--- src/common/rtd_macros.svh ---
//------------------------------------------------
// rtd channel constants
// spi timing, ad7124 read command, table size
//------------------------------------------------

`ifndef RTD_MACROS_SVH
`define RTD_MACROS_SVH

// sclk = clock / ((div + 1) * 2)
`define RTD_CLK_DIV 8'd24

// comms register write: read, data register
`define RTD_CMD_READ_DATA 8'h42

// 24 data bits plus the appended status byte
`define RTD_READ_BYTES 3'd4

// latest-sample table, one entry per adc channel
`define RTD_NUM_CH 16
`define RTD_CH_W 4

`endif
--- src/common/rtd_pkg.sv ---
//------------------------------------------------
// rtd channel types
// spi transfer structs and the ad7124 sample word
//------------------------------------------------

package rtd_pkg;

    // one byte transfer request to the spi engine
    typedef struct packed {
        logic       start;
        logic [7:0] data;
    } spi_req_t;

    // byte received back, done is a single-cycle strobe
    typedef struct packed {
        logic       done;
        logic [7:0] data;
    } spi_rsp_t;

    // ad7124 status register layout
    typedef struct packed {
        logic       rdy_n;
        logic       err;
        logic       zero;
        logic       por;
        logic [3:0] ch;
    } ad7124_status_t;

    // data register read with status append enabled
    typedef struct packed {
        logic [23:0]    data;
        ad7124_status_t status;
    } ad7124_fields_t;

    // raw view is filled byte by byte, field view gives the channel
    typedef union packed {
        logic [31:0]    raw;
        ad7124_fields_t fields;
    } ad7124_sample_u;

    // sample write into the frame buffer
    typedef struct packed {
        logic           valid;
        ad7124_sample_u sample;
    } sample_wr_t;

endpackage

--- src/logic/ad7124_rtd_channel.sv ---
//------------------------------------------------
// ad7124 rtd acquisition channel
// reads each ready conversion into a per-channel
// table and snapshots it on every pps
//------------------------------------------------

`include "rtd_macros.svh"

module ad7124_rtd_channel (
    input  logic                    spi_clk_i,
    input  logic                    arst_n_i,
    input  logic                    enable_i,
    input  logic                    pps_i,
    input  logic                    miso_i,
    output logic                    sclk_o,
    output logic                    mosi_o,
    output logic                    cs_n_o,
    output logic                    drdy_o,
    input  logic                    rd_en_i,
    input  logic [`RTD_CH_W-1:0]    rd_addr_i,
    output rtd_pkg::ad7124_sample_u rd_data_o
);

    import rtd_pkg::*;

    // sequencer to buffer
    sample_wr_t sample_wr;

    ad7124_read_sequencer i_ad7124_read_sequencer (
        .spi_clk_i(spi_clk_i),
        .arst_n_i (arst_n_i ),
        .enable_i (enable_i ),
        .miso_i   (miso_i   ),
        .sclk_o   (sclk_o   ),
        .mosi_o   (mosi_o   ),
        .cs_n_o   (cs_n_o   ),
        .sample_o (sample_wr)
    );

    rtd_frame_buffer i_rtd_frame_buffer (
        .spi_clk_i(spi_clk_i),
        .arst_n_i (arst_n_i ),
        .sample_i (sample_wr),
        .pps_i    (pps_i    ),
        .drdy_o   (drdy_o   ),
        .rd_en_i  (rd_en_i  ),
        .rd_addr_i(rd_addr_i),
        .rd_data_o(rd_data_o)
    );

endmodule

--- src/ad7124_buf/rtd_frame_buffer.sv ---
//------------------------------------------------
// rtd frame buffer
// live table per channel, snapshot on pps, read port
//------------------------------------------------

`include "rtd_macros.svh"

module rtd_frame_buffer (
    input  logic                    spi_clk_i,
    input  logic                    arst_n_i,
    input  rtd_pkg::sample_wr_t     sample_i,
    input  logic                    pps_i,
    output logic                    drdy_o,
    input  logic                    rd_en_i,
    input  logic [`RTD_CH_W-1:0]    rd_addr_i,
    output rtd_pkg::ad7124_sample_u rd_data_o
);

    import rtd_pkg::*;

    ad7124_sample_u       live_q [`RTD_NUM_CH];
    ad7124_sample_u       snap_q [`RTD_NUM_CH];
    ad7124_sample_u       rd_data_q;
    logic [`RTD_CH_W-1:0] wr_ch;
    logic                 pps_meta;
    logic                 pps_sync;
    logic                 pps_prev;
    logic                 pps_rise;
    logic                 drdy_q;

    // the status byte tells which channel was converted
    assign wr_ch    = sample_i.sample.fields.status.ch;
    assign pps_rise = pps_sync & ~pps_prev;

    always_ff @(posedge spi_clk_i or negedge arst_n_i) begin
        if (!arst_n_i) begin
            pps_meta <= 1'b0;
            pps_sync <= 1'b0;
            pps_prev <= 1'b0;
            drdy_q   <= 1'b0;
        end else begin
            pps_meta <= pps_i;
            pps_sync <= pps_meta;
            pps_prev <= pps_sync;
            drdy_q   <= pps_rise;
        end
    end

    //------------------------------------------------
    // live and snapshot banks
    //------------------------------------------------

    always_ff @(posedge spi_clk_i or negedge arst_n_i) begin
        if (!arst_n_i) begin
            for (int i = 0; i < `RTD_NUM_CH; i++) begin
                live_q[i] <= '0;
                snap_q[i] <= '0;
            end
        end else begin
            if (sample_i.valid) begin
                live_q[wr_ch] <= sample_i.sample;
            end
            // snapshot takes the table as it was before this edge
            if (pps_rise) begin
                snap_q <= live_q;
            end
        end
    end

    // registered read, holds between requests
    always_ff @(posedge spi_clk_i or negedge arst_n_i) begin
        if (!arst_n_i) begin
            rd_data_q <= '0;
        end else if (rd_en_i) begin
            rd_data_q <= snap_q[rd_addr_i];
        end
    end

    assign rd_data_o = rd_data_q;
    assign drdy_o    = drdy_q;

    a_drdy_pulse : assert property (
        @(posedge spi_clk_i) disable iff (!arst_n_i)
        drdy_o |=> !drdy_o
    ) else $error("drdy high for more than one cycle");

endmodule

--- src/ad7124_offload/ad7124_read_sequencer.sv ---
//------------------------------------------------
// ad7124 read sequencer
// waits for DOUT/RDY low, reads the data register
// and hands the sample word to the buffer
//------------------------------------------------

`include "rtd_macros.svh"

module ad7124_read_sequencer (
    input  logic                spi_clk_i,
    input  logic                arst_n_i,
    input  logic                enable_i,
    input  logic                miso_i,
    output logic                sclk_o,
    output logic                mosi_o,
    output logic                cs_n_o,
    output rtd_pkg::sample_wr_t sample_o
);

    import rtd_pkg::*;

    typedef enum logic [1:0] {
        S_IDLE,
        S_CMD_START,
        S_CMD,
        S_RX
    } state_t;

    state_t         state;
    logic           cs_n_q;
    logic           miso_meta;
    logic           miso_sync;
    logic           miso_prev;
    logic           rdy_fall;
    logic [2:0]     byte_cnt;
    logic           valid_q;
    ad7124_sample_u word_q;
    spi_req_t       spi_req;
    spi_rsp_t       spi_rsp;
    logic           spi_busy;

    //------------------------------------------------
    // chip select and DOUT/RDY detection
    //------------------------------------------------

    always_ff @(posedge spi_clk_i or negedge arst_n_i) begin
        if (!arst_n_i) begin
            cs_n_q    <= 1'b1;
            miso_meta <= 1'b1;
            miso_sync <= 1'b1;
            miso_prev <= 1'b1;
        end else begin
            cs_n_q    <= ~enable_i;
            miso_meta <= miso_i;
            miso_sync <= miso_meta;
            miso_prev <= miso_sync;
        end
    end

    // adc pulls DOUT/RDY low once a conversion is ready
    assign rdy_fall = miso_prev & ~miso_sync;

    //------------------------------------------------
    // read fsm
    //------------------------------------------------

    always_ff @(posedge spi_clk_i or negedge arst_n_i) begin
        if (!arst_n_i) begin
            state    <= S_IDLE;
            spi_req  <= '0;
            byte_cnt <= '0;
            valid_q  <= 1'b0;
        end else begin
            spi_req.start <= 1'b0;
            valid_q       <= 1'b0;
            case (state)
                S_IDLE: begin
                    if (rdy_fall && !cs_n_q) begin
                        state <= S_CMD_START;
                    end
                end
                S_CMD_START: begin
                    spi_req.start <= 1'b1;
                    spi_req.data  <= `RTD_CMD_READ_DATA;
                    state         <= S_CMD;
                end
                S_CMD: begin
                    // mosi held high while data comes back
                    if (spi_rsp.done) begin
                        spi_req.start <= 1'b1;
                        spi_req.data  <= 8'hff;
                        byte_cnt      <= '0;
                        state         <= S_RX;
                    end
                end
                S_RX: begin
                    if (spi_rsp.done) begin
                        if (byte_cnt == `RTD_READ_BYTES - 3'd1) begin
                            valid_q <= 1'b1;
                            state   <= S_IDLE;
                        end else begin
                            byte_cnt      <= byte_cnt + 3'd1;
                            spi_req.start <= 1'b1;
                        end
                    end
                end
            endcase
        end
    end

    // msb first, status byte lands in the low byte
    always_ff @(posedge spi_clk_i) begin
        if (state == S_RX && spi_rsp.done) begin
            word_q.raw <= {word_q.raw[23:0], spi_rsp.data};
        end
    end

    assign cs_n_o          = cs_n_q;
    assign sample_o.valid  = valid_q;
    assign sample_o.sample = word_q;

    spi_byte_engine i_spi_byte_engine (
        .spi_clk_i(spi_clk_i),
        .arst_n_i (arst_n_i ),
        .miso_i   (miso_sync),
        .req_i    (spi_req  ),
        .rsp_o    (spi_rsp  ),
        .busy_o   (spi_busy ),
        .sclk_o   (sclk_o   ),
        .mosi_o   (mosi_o   )
    );

    a_start_when_free : assert property (
        @(posedge spi_clk_i) disable iff (!arst_n_i)
        spi_req.start |-> !spi_busy
    ) else $error("byte start while engine busy");

    a_single_write : assert property (
        @(posedge spi_clk_i) disable iff (!arst_n_i)
        sample_o.valid |=> !sample_o.valid
    ) else $error("sample write on back-to-back cycles");

endmodule

--- src/spi_engine/spi_byte_engine.sv ---
//------------------------------------------------
// spi byte engine
// mode 3 shifter, one byte in and out per request
//------------------------------------------------

`include "rtd_macros.svh"

module spi_byte_engine (
    input  logic              spi_clk_i,
    input  logic              arst_n_i,
    input  logic              miso_i,
    input  rtd_pkg::spi_req_t req_i,
    output rtd_pkg::spi_rsp_t rsp_o,
    output logic              busy_o,
    output logic              sclk_o,
    output logic              mosi_o
);

    logic [7:0] div_cnt;
    logic [2:0] bit_cnt;
    logic [7:0] tx_shift;
    logic [7:0] rx_shift;
    logic       busy_q;
    logic       done_q;
    logic       sclk_q;
    logic       mosi_q;
    logic       half_end;

    // each sclk half period is div + 1 clocks
    assign half_end = (div_cnt == `RTD_CLK_DIV);

    //------------------------------------------------
    // sclk generation and bit count
    //------------------------------------------------

    always_ff @(posedge spi_clk_i or negedge arst_n_i) begin
        if (!arst_n_i) begin
            div_cnt <= '0;
            bit_cnt <= '0;
            busy_q  <= 1'b0;
            done_q  <= 1'b0;
            sclk_q  <= 1'b1;
            mosi_q  <= 1'b1;
        end else begin
            done_q <= 1'b0;
            if (!busy_q) begin
                // first falling edge comes with the start
                if (req_i.start) begin
                    busy_q  <= 1'b1;
                    sclk_q  <= 1'b0;
                    mosi_q  <= req_i.data[7];
                    div_cnt <= '0;
                    bit_cnt <= '0;
                end
            end else if (!half_end) begin
                div_cnt <= div_cnt + 8'd1;
            end else begin
                div_cnt <= '0;
                if (!sclk_q) begin
                    sclk_q <= 1'b1;
                end else if (bit_cnt == 3'd7) begin
                    // last high half done, back to idle
                    busy_q <= 1'b0;
                    done_q <= 1'b1;
                    mosi_q <= 1'b1;
                end else begin
                    sclk_q  <= 1'b0;
                    mosi_q  <= tx_shift[6];
                    bit_cnt <= bit_cnt + 3'd1;
                end
            end
        end
    end

    //------------------------------------------------
    // data shift registers
    //------------------------------------------------

    always_ff @(posedge spi_clk_i) begin
        if (!busy_q && req_i.start) begin
            tx_shift <= req_i.data;
        end else if (busy_q && half_end && sclk_q) begin
            tx_shift <= {tx_shift[6:0], 1'b1};
        end
        // miso sampled as sclk rises
        if (busy_q && half_end && !sclk_q) begin
            rx_shift <= {rx_shift[6:0], miso_i};
        end
    end

    assign rsp_o.done = done_q;
    assign rsp_o.data = rx_shift;
    assign busy_o     = busy_q;
    assign sclk_o     = sclk_q;
    assign mosi_o     = mosi_q;

    // mode 3 idles with the clock high
    a_sclk_idle_high : assert property (
        @(posedge spi_clk_i) disable iff (!arst_n_i)
        !busy_o |-> sclk_o
    ) else $error("sclk low while engine idle");

endmodule

--- config.mk ---
export PLATFORM = sky130hd
export DESIGN_NAME = ad7124_rtd_channel
export DESIGN_NICKNAME = d
export VERILOG_FILES = /design/src/common/rtd_pkg.sv /design/src/logic/ad7124_rtd_channel.sv /design/src/ad7124_buf/rtd_frame_buffer.sv /design/src/ad7124_offload/ad7124_read_sequencer.sv /design/src/spi_engine/spi_byte_engine.sv
export VERILOG_INCLUDE_DIRS = /design/src /design/src/common
export SDC_FILE = /design/constraint.sdc
export NUM_CORES = 1
export LEC_CHECK = 0
export BUFFER_PORTS_ARGS = -buffer_cell sky130_fd_sc_hd__buf_2
export CORE_MARGIN = 2
export CORE_UTILIZATION = 45
export DETAILED_ROUTE_END_ITERATION = 12
export PLACE_DENSITY_LB_ADDON = 0.15
export SETUP_SLACK_MARGIN = 0.1
export SYNTH_ARGS = -nofsm -noshare
export SYNTH_HDL_FRONTEND = slang
export SYNTH_SLANG_ARGS = --single-unit
--- constraint.sdc ---
create_clock -name spi_clk_i -period 4.5 [get_ports spi_clk_i]
set_clock_uncertainty 0.15 [all_clocks]
set_input_delay 0.45 -clock spi_clk_i [delete_from_list [all_inputs] [get_ports spi_clk_i]]
set_output_delay 0.45 -clock spi_clk_i [all_outputs]
set_load 0.005 [all_outputs]
; ---- Yosys cells after proc, flatten, opt, wreduce, memory -nomap -nowiden
; Index checks and enable logic that the tools add are counted.
[classes]
reduce_logical = 21
n_mux = 51
n_eq_ne = 14
order_cmp = 3
mul = 0
n_shift = 0
n_bitwise = 7
n_div = 0
n_addsub = 3
[ops]
columns = op, count
row1 = $bwmux 512, 1
row2 = $bmux 32 s4, 1
row3 = $demux 32 s4, 1
row4 = $mux 32, 3
row5 = $mux 3, 8
row6 = $mux 8, 3
row7 = $mux 1, 23
row8 = $pmux 8 s2, 1
row9 = $mux 7, 2
row10 = $reduce_and 4->1, 3
row11 = $ge 5x5->1 const B, 2
row12 = $not 4->5, 2
row13 = $mux 9, 1
row14 = $add 8x1->8 const B, 1
row15 = $eq 8x5->1 const B, 1
row16 = $mux 2, 4
row17 = $ne 2x1->1 const B, 4
row18 = $ne 2x2->1 const B, 4
row19 = $pmux 2 s4, 1
row20 = $reduce_bool 2->1, 4
row21 = $logic_and 1x1->1, 7
row22 = $add 3x1->3 const B, 2
row23 = $pmux 3 s2, 1
row24 = $lt 5x1->1 const B, 1
row25 = 11 further kinds, 18
[totals]
out_inout_bits = 36
input_bits = 10
mem_count = 0
latch_bits = 0
mem_bits_rw = 0
romBits = 0
ff_bits = 1141

; ---- Depth between registers and ports, before layout
; Gate-level depths: netlist (run 1).
[depth]
depth_word = 6
mapped_depth = 6
ltp_nobuf = 6

; ---- Cells and area by module
; A second synthesis (run 1) with hierarchy kept.
[unflattened]
hier_cells = 2759
area_unflattened_um2 = 45707.6
[by_module_without_submodules]
columns = module, cells_per_inst, n_inst, area_each_um2
row1 = rtd_frame_buffer, 2559, 1, 42706.0
row2 = ad7124_read_sequencer, 85, 1, 1587.8
row3 = spi_byte_engine, 115, 1, 1413.9

; ---- Worst setup path before layout (run 1)
; No wires, ideal clock.
[synth_path]
kind = register -> register
start = register i_ad7124_read_sequencer.i_spi_byte_engine.div_cnt[0]
end = register i_ad7124_read_sequencer.i_spi_byte_engine.rx_shift[0] (enable)
path_buffers = 0
stages_incl_launch_ff = 6
period_less_slack_ns = 2.201
path_slack_ns = 2.299
t_arrival_ns = 1.666
t_required_ns = 3.965
cell_sequence = dfrtp_1 inv_1 ha_1 nor4b_1 nand2_1 nor3b_1
[synth_via]
elab_chain_cells = 3
[synth_rtl]
columns = item, line
row1 = from (decl), spi_byte_engine.sv:19  ; logic [7:0] div_cnt;
row2 = from (signal assigned), spi_byte_engine.sv:56  ; div_cnt <= div_cnt + 8'd1;
row3 = $eq 8x5->1 (no line), -
row4 = $logic_and 1x1->1 (2 in a row), spi_byte_engine.sv:86  ; if (busy_q && half_end && !sclk_q) begin
row5 = to (signal assigned), spi_byte_engine.sv:87  ; rx_shift <= {rx_shift[6:0], miso_i};
row6 = to (decl), spi_byte_engine.sv:22  ; logic [7:0] rx_shift;
; Every way passes these cells.
; A chain may end at the register's enable or synchronous reset.

; ---- Worst setup path in the final report (run 1)
[layout_path]
start = register i_ad7124_read_sequencer.word_q[2] (netlist bit)
end = register i_rtd_frame_buffer.live_q[186] (netlist bit)
[layout_via]
elab_chain_cells = 6
word_cells_on_any_way = 7
classes_between = 2 x order compare / 3 x mux / 1 x bitwise / 1 x reduce/logical
[layout_rtl]
columns = item, line
row1 = from (decl), ad7124_read_sequencer.sv:37  ; ad7124_sample_u word_q;
row2 = $not 4->5 (not written as such) (*), rtd_frame_buffer.sv:61  ; live_q[wr_ch] <= sample_i.sample;
row3 = $ge 5x5->1 (not written as such) / $lt 5x1->1 (equally long branches), rtd_frame_buffer.sv:61
row4 = $logic_and 1x1->1 (not written as such), rtd_frame_buffer.sv:61
row5 = $mux 32 (not written as such), rtd_frame_buffer.sv:61
row6 = $demux 32 s4 (*), rtd_frame_buffer.sv:61
row7 = $bwmux 512 (*), rtd_frame_buffer.sv:61
row8 = "to (signal, indexed assignment)", rtd_frame_buffer.sv:61
row9 = to (decl), rtd_frame_buffer.sv:21  ; ad7124_sample_u live_q [`RTD_NUM_CH];
; Mark *: on every way between the ends. The rest lies on a longest branch, timed or not.

==> metrics.cfg, run 1 <==
[clock_tree]
cts_made_buffers=118
htree_levels=3
tritoncts=yes
post_cts_buffers=0
cts_root_buffer=clkbuf_16
clk_pin_slew_ps=60
clock_path_buffers=3
cts_num_sinks=1135
clk_latency_ps=690

[route]
drtIter0Drc=1269
ant_nets=0
num_vias=23457
vias_per_cell=5.60
routedWlPerCell_um=24.4
wl_um=102000
drc_errors=0
firstDrtPassIters=5

[timing]
setup_viol=0
fmaxAchievable_mhz=360
layout_min_cycle_time_ps=2780
finalSetupTns_ps=0
worstMarginPinSlew_ps=1130
rsz0062_at_grt=false
relSlewSlack=0.246
timing.final.crit_share=0.618
drv_slew=0
finalHoldViolCount=0
fin_ws_ps=1720

[job]
cap_violations=0

[floorplan]
start_util=0.454
ioPinCount=46
core_um2=100000
row_count=116
die_area_um2=104000
die_h_um=322
die_w_um=322

[critical_path]
end_kind=flop
slowest_delay_ps=770
cp_max_fo=18
path_class=reg -> reg
start_kind=flop
crit_required_ps=4910
cp_cell_sequence=nand3b_1 > nor2_4 > buf_4 > mux2_2
cpMaxStageDelayCell=nor2_4
arrival_ps=3190

[outcome]
outcome=completed

[power_and_ir_drop]
p_leak_nw=25.2
powerDensity_nw_per_um2=411
ir_drop_mv=0.290

[logic_synthesis]
avgSynthCellArea_um2=16.5
synthCells=2754
ys_dominant_reg_cell=dfrtp_1
ys_ff_latch=1135
synth_edf_count=47
seq_area_frac_synth=0.630
syn_nets=2774
netlist_area_um2=45500
ys_warn_count=0
synth_cell_types=48
synthArstFlopShare=0.959

[finish]
antennaDiodeCount=0
final_core_util=0.512
drive_gt1_frac=0.491
fin_nets=2815
syn2layout_area_growth_pct=12.7
design_area_um2=51200
final_cell_count_no_fill=4192

[placed_design]
hpwl_um=58200
dpl_cell_area_um2=47300
dp_cells=3969
place_congestion=0.730
port_buffers=45
post-place-ws_ps=1720

[global_route]
grt_pass1_vias=26134
grt.overflow.total=0
grt_max_degree=108
antenna_found_initial=1
grt_pass1_wl_um=161000
groute.usage.overall=0.205

[min_path]
hold_path_class=reg -> reg

[cells in the final DEF, fill, tap and decap left out, types with 10 or more instances in the layout]
cell	Yosys	layout
a221oi_1	32	32
o22ai_1	36	36
buf_2	102	40
edfxtp_1	47	47
mux2i_1	34	34
mux4_2	128	128
nand2_1	35	34
nor2_1	48	39
clkbuf_1	71	38
dfrtp_1	1082	1082
o21ai_0	12	12
mux2_2	952	952
clkbuf_16	0	121
nor2b_1	19	17
buf_12	0	25
clkinv_2	0	19
clkbuf_8	0	23
ha_1	10	10
buf_4	13	40
or2_2	27	27
and2_1	21	19
inv_1	10	10
[final timing paths]
kind | endpoint | start | slack [ps] | cells after the start
worst max-delay path | i_rtd_frame_buffer.live_q[186] | i_ad7124_read_sequencer.word_q[2] | 1720 | 4
worst min-delay path | i_rtd_frame_buffer.pps_sync | i_rtd_frame_buffer.pps_meta | 200 | 0
worst max register to register | i_rtd_frame_buffer.live_q[186] | i_ad7124_read_sequencer.word_q[2] | 1720 | 4
worst min register to register | i_rtd_frame_buffer.pps_sync | i_rtd_frame_buffer.pps_meta | 200 | 0
max in group asynchronous | i_rtd_frame_buffer.snap_q[243] | arst_n_i | 2660 | 3
min in group asynchronous | i_rtd_frame_buffer.snap_q[182] | arst_n_i | 300 | 2
[stage by stage]
stage / hold WS (ps) / power [W]
final: 198 / 0.0210
after global routing: 200 / 0.0218
after CTS: 199 / 0.0213
after detailed placement: 186 / 0.0116
after global placement: 183 / 0.0116
after floorplan: 4.41 / 0.0111
[power breakdown]
group / internal [W] / switching [W] / total, W
logic: 0.000342 / 0.000590 / 0.000932
registers: 0.0104 / 0.000103 / 0.0105
clock network: 0.00565 / 0.00399 / 0.00963
[logic make-up (layout without fill, tap and decap cells)]
kind of cell    after synthesis  after routing  synth area share
compound gates              100            100            0.0163
xor+xnor                      2              2          0.000385
fa+ha+maj                    10             10           0.00275
buf+inv                     201            341            0.0205
flops                      1135           1135             0.630
mux                        1123           1123             0.309
simple gates                183            183            0.0213
[critical path: cells and delay by family (launching register included)]
family                 cells  cell delay (ps)
DFF                        1              460
and+or+nand+nor            2             1160
buffers and inverters      1              490
muxes                      1              380
[registers in the layout, summed over array words and instances (netlist names), 2 cells and up]
| name | count |
|---|---|
| i_rtd_frame_buffer.live_q | 512 |
| i_ad7124_read_sequencer.spi_req | 3 |
| i_rtd_frame_buffer.rd_data_o | 32 |
| i_ad7124_read_sequencer.i_spi_byte_engine.tx_shift | 7 |
| i_ad7124_read_sequencer.state | 2 |
| i_ad7124_read_sequencer.word_q | 32 |
| i_ad7124_read_sequencer.byte_cnt | 3 |
| i_ad7124_read_sequencer.i_spi_byte_engine.div_cnt | 8 |
| i_ad7124_read_sequencer.i_spi_byte_engine.bit_cnt | 3 |
| i_ad7124_read_sequencer.i_spi_byte_engine.rx_shift | 8 |
| i_rtd_frame_buffer.snap_q | 512 |
[synth_stat cells (2+ instances only)]
cell type	instances	area share
o22ai_1	36	0.0050
ha_1	10	0.0028
inv_1	10	0.00083
nand3_1	4	0.00044
buf_1	5	0.00041
buf_4	13	0.0021
and2_1	21	0.0029
a21o_1	2	0.00033
mux4_2	128	0.063
nand3b_1	5	0.00083
or2_2	27	0.0037
dfstp_2	6	0.0035
or3_1	3	0.00041
o21ai_0	12	0.0013
mux2i_1	34	0.0075
nor2b_1	19	0.0026
mux2_2	952	0.24
nor2_1	48	0.0040
dfrtp_1	1082	0.60
nor3_1	3	0.00033
edfxtp_1	47	0.031
a22o_1	5	0.00096
a21oi_1	2	0.00022
mux2_1	9	0.0022
clkbuf_1	71	0.0059
a21boi_0	2	0.00033
nand2b_1	10	0.0014
buf_2	102	0.011
a221oi_1	32	0.0062
and3_1	2	0.00028
nand2_1	35	0.0029
[what timing repair did]
item,CTS,global route
gates resized for setup,0,0
endpoints found under the hold margin,81,0
hold buffers,4,0
[final cells by class]
type,count,area (um^2)
Clock buffer,182,3490
Fill cell,8236,48900
Clock inverter,37,370
Tap cell,1298,1620
Inverter,10,37.5
Sequential cell,1135,28600
Multi-Input combinational cell,1418,16000
Timing Repair Buffer,112,1080
[metal layers]
layer	wire length, um	track usage	vias to the layer above
li1	-	-	10119
met2	50700	0.343	334
met3	3170	0.0314	153
met5	0	0	-
met1	46300	0.282	12851
met4	1980	0.0468	0
No activity file was read; power rests on OpenSTA's default activity.
==> run 2, diff against run 1 <==
--- a/config.mk
+++ b/config.mk
@@ -6,6 +6,7 @@
 export SDC_FILE = /design/constraint.sdc
 export NUM_CORES = 1
 export LEC_CHECK = 0
+export ABC_AREA = 1
 export BUFFER_PORTS_ARGS = -buffer_cell sky130_fd_sc_hd__buf_2
 export CORE_MARGIN = 2
 export CORE_UTILIZATION = 45
==> constraint.sdc (replaced) <==
create_clock -name spi_clk_i -period 2.6 [get_ports spi_clk_i]
set_clock_uncertainty 0.15 [all_clocks]
set_input_delay 0.26 -clock spi_clk_i [delete_from_list [all_inputs] [get_ports spi_clk_i]]
set_output_delay 0.26 -clock spi_clk_i [all_outputs]
set_load 0.005 [all_outputs]
==> run 2 against run 1 <==
  * Sequential power grew 72%
  * Final cell count up 62%
  * Worst setup slack lost 1300 ps
  * Via count grew 49%
  * Critical endpoint is now i_rtd_frame_buffer.rd_data_o[23]
  * Non-clock buffer count is 98 higher
  * Clock-buffer cell count down 13
  * Clock power increased by 79%
  * Die area grew 2.2%
  * Global-route usage up 4.1 points
  * Synthesized cell count grew 95%
==> metrics.cfg, run 2 <==
[outcome]
outcome=completed  ; unchanged

[global_route]
grt_pass1_wl_um=203000  ; was 161000 um
grt_pass1_vias=34223  ; was 26134
groute.usage.overall=0.246  ; was 0.205
grt.overflow.total=0  ; unchanged
grt_max_degree=109  ; was 108
antenna_found_initial=3  ; was 1

[timing]
drv_slew=0  ; unchanged
fmaxAchievable_mhz=452
worstMarginPinSlew_ps=842  ; was 1130 ps
finalSetupTns_ps=0  ; unchanged
layout_min_cycle_time_ps=2210
rsz0062_at_grt=false  ; unchanged
timing.final.crit_share=0.851
setup_viol=0  ; unchanged
fin_hold_ws_ps=48.2  ; was 198 ps
fin_ws_ps=388  ; was 1720 ps
relSlewSlack=0.439  ; was 0.246
finalHoldViolCount=0  ; unchanged

[logic_synthesis]
ys_top_cells_by_area=dfrtp_1 58%, nand2_1 17%, o21ai_0 7.9%, nand3_1 4.3%, inv_1 3.4%  ; was dfrtp_1 60%, mux2_2 24%, mux4_2 6.3%, edfxtp_1 3.1%, buf_2 1.1%
ys_warn_count=0  ; unchanged
synth_most_common_cell=nand2_1  ; was dfrtp_1
avgSynthCellArea_um2=8.67  ; was 16.5 um^2
synth_xor_area_frac=0.000377  ; was 0.000385
synth-simple-area-share=0.224  ; was 0.0213
synth_cell_types=32  ; was 48
ys_ff_latch=1135  ; unchanged
synth_top_family_by_area=simple AND/OR/NAND/NOR gates  ; was multiplexers
netlist_area_um2=46500  ; was 45500 um^2
synthAdderAreaFrac=0.00269  ; was 0.00275
synth_common_cells=2158 x nand2_1, 1082 x dfrtp_1, 737 x o21ai_0  ; was 1082 x dfrtp_1, 952 x mux2_2, 128 x mux4_2
synthCells=5360  ; was 2754
seq_area_frac_synth=0.616  ; was 0.630
synth_edf_count=47  ; unchanged
syn_nets=5380  ; was 2774
synth_compound_gate_area_share=0.0877  ; was 0.0163
netlist.area_leader.share=0.583  ; was 0.595
ys_dominant_reg_cell=dfrtp_1  ; unchanged
synth_mux_area_frac=0.000215  ; was 0.309
synth_top_area_cell=dfrtp_1  ; unchanged
synthArstFlopShare=0.959  ; unchanged

[finish]
multiInputGateArea_um2=14800  ; was 16000 um^2
fin_nets=5361  ; was 2815
drive_gt1_frac=0.0783  ; was 0.491
ff_latch_area_um2=28600  ; unchanged
syn2layout_area_growth_pct=14.1  ; was 12.7%
design_area_um2=53000  ; was 51200 um^2
nFillCells=9536  ; was 8236
layout_common_cells=2158 x nand2_1, 1082 x dfrtp_1, 737 x o21ai_0  ; was 1082 x dfrtp_1, 952 x mux2_2, 128 x mux4_2
mostFrequentLayoutCell=nand2_1  ; was dfrtp_1
top_regs=i_rtd_frame_buffer.live_q: 512 flops, i_rtd_frame_buffer.snap_q: 512 flops  ; unchanged

[critical_path]
cp_max_fo=48  ; was 18
start_kind=primary input  ; was flop
end_kind=flop  ; unchanged
arrival_ps=2660  ; was 3190 ps
path_class=in -> reg  ; was reg -> reg
crit_required_ps=3040  ; was 4910 ps

[placed_design]
hpwl_um=74200  ; was 58200 um
post-place-ws_ps=472  ; was 1720 ps
dpl_cell_area_um2=49000  ; was 47300 um^2
port_buffers=45  ; unchanged
place_congestion=0.771  ; was 0.730

[route]
num_vias=34998  ; was 23457
wl_um=128000  ; was 102000 um
drtIter0Drc=3181  ; was 1269
drc_errors=0  ; unchanged
routedWlPerCell_um=18.8  ; was 24.4 um
firstDrtPassIters=7  ; was 5
vias_per_cell=5.14  ; was 5.60
ant_nets=0  ; unchanged

[clock_tree]
clk_pin_slew_ps=60  ; about the same
tritoncts=yes  ; unchanged
cts_num_sinks=1135  ; unchanged
htree_levels=3  ; unchanged
clk_latency_ps=710  ; was 690 ps
cts_resized=0  ; unchanged
clock_path_buffers=3  ; unchanged
cts_root_buffer=clkbuf_16  ; unchanged
cts_made_buffers=119  ; was 118

[floorplan]
die_area_um2=106000  ; was 104000 um^2
ioPinCount=46  ; unchanged
row_count=117  ; was 116
die_h_um=325  ; was 322 um
start_util=0.455  ; was 0.454
die_w_um=325  ; was 322 um
core_um2=102000  ; was 100000 um^2

[power_and_ir_drop]
ir_drop_mv=0.563  ; was 0.290 mV
powerDensity_nw_per_um2=705  ; was 411 nW/um^2
p_leak_nw=25.3  ; was 25.2 nW

[job]
cap_violations=0  ; unchanged

[min_path]
hold_path_class=in -> reg  ; was reg -> reg

## run 2: cell types whose count changed after synthesis, moves of 63 or more
cell / previous run / this run
inv_1: 10 / 418
nand2_1: 35 / 2158
o21ai_1: 0 / 63
o21ai_0: 12 / 737
clkbuf_1: 71 / 175
nand3_1: 4 / 396
mux2_2: 952 / 0
mux4_2: 128 / 0
## run 2: repair_timing
action / in CTS / in global routing
hold endpoints to repair: 569 / 0
buffers inserted: 0 / 0
hold buffers: 9 / 0
## run 2: per-layer routing
layer / track usage / part of all wire / vias up
li1: - / - / 16791
met1: 0.367 / 0.47 / 17091
met2: 0.379 / 0.44 / 910
met3: 0.0317 / 0.054 / 204
met4: 0.0679 / 0.026 / 2
met5: 0 / 0.000078 / -
## run 2: worst paths after layout
path	startpoint	end	slack, ps	cells after the start
min in group asynchronous	arst_n_i	i_rtd_frame_buffer.live_q[506]	220	3
max in group asynchronous	arst_n_i	i_rtd_frame_buffer.live_q[211]	1510	4
setup / recovery	rd_addr_i[1]	i_rtd_frame_buffer.rd_data_o[23]	390	12
setup reg to reg	i_ad7124_read_sequencer.word_q[0]	i_rtd_frame_buffer.live_q[367]	450	6
hold / removal	miso_i	i_ad7124_read_sequencer.miso_meta	50	2
hold reg to reg	i_rtd_frame_buffer.pps_meta	i_rtd_frame_buffer.pps_sync	200	0
## run 2: critical path, stage by stage
cell and delay (ps):
dlygate4sd3_1 550, buf_6 160, inv_6 270, buf_12 350
nand3_1 130, nand3_1 100, nand2_1 50, nand2_1 50
nand2_1 80, nand2_1 60, dlygate4sd3_1 550, nand2_1 40
## run 2: metrics by stage
step / utilization / instances / total power, W
final: 0.520 / 6807 / 0.0374
after detailed placement: 0.480 / 6579 / 0.0205
after global placement: 0.480 / 6579 / 0.0205
after global routing: 0.519 / 6806 / 0.0387
after CTS: 0.519 / 6806 / 0.0377
after floorplan: - / 5360 / 0.0194
## run 2: logic make-up (layout without fill, tap and decap cells)
| logic type | count (synthesis) | count (layout) |
|---|---|---|
| other | 0 | 1 |
| adder cells (fa/ha/maj) | 10 | 10 |
| AO/OA/AOI/OAI | 812 | 812 |
| flip-flops | 1135 | 1135 |
| XOR/XNOR | 2 | 2 |
| buffers and inverters | 774 | 852 |
| multiplexers | 1 | 1 |
| AND/OR/NAND/NOR | 2626 | 2626 |
## run 2: final cells by class
class                   instances  area share
flip-flops and latches       1135       0.540
multi-input cells            3451       0.278
clock buffers                 169      0.0655
repair buffers                210      0.0439
well taps                    1368      0.0323
inverters                     424      0.0304
clock inverters                49     0.00909
diodes                          1   0.0000472
## run 2: power breakdown
part	switching, W	leakage [nW]	internal, W	total [W]
logic	0.00147	7.75	0.000597	0.00207
registers	0.000148	15.5	0.0179	0.0181
clock network	0.00708	1.97	0.0101	0.0172
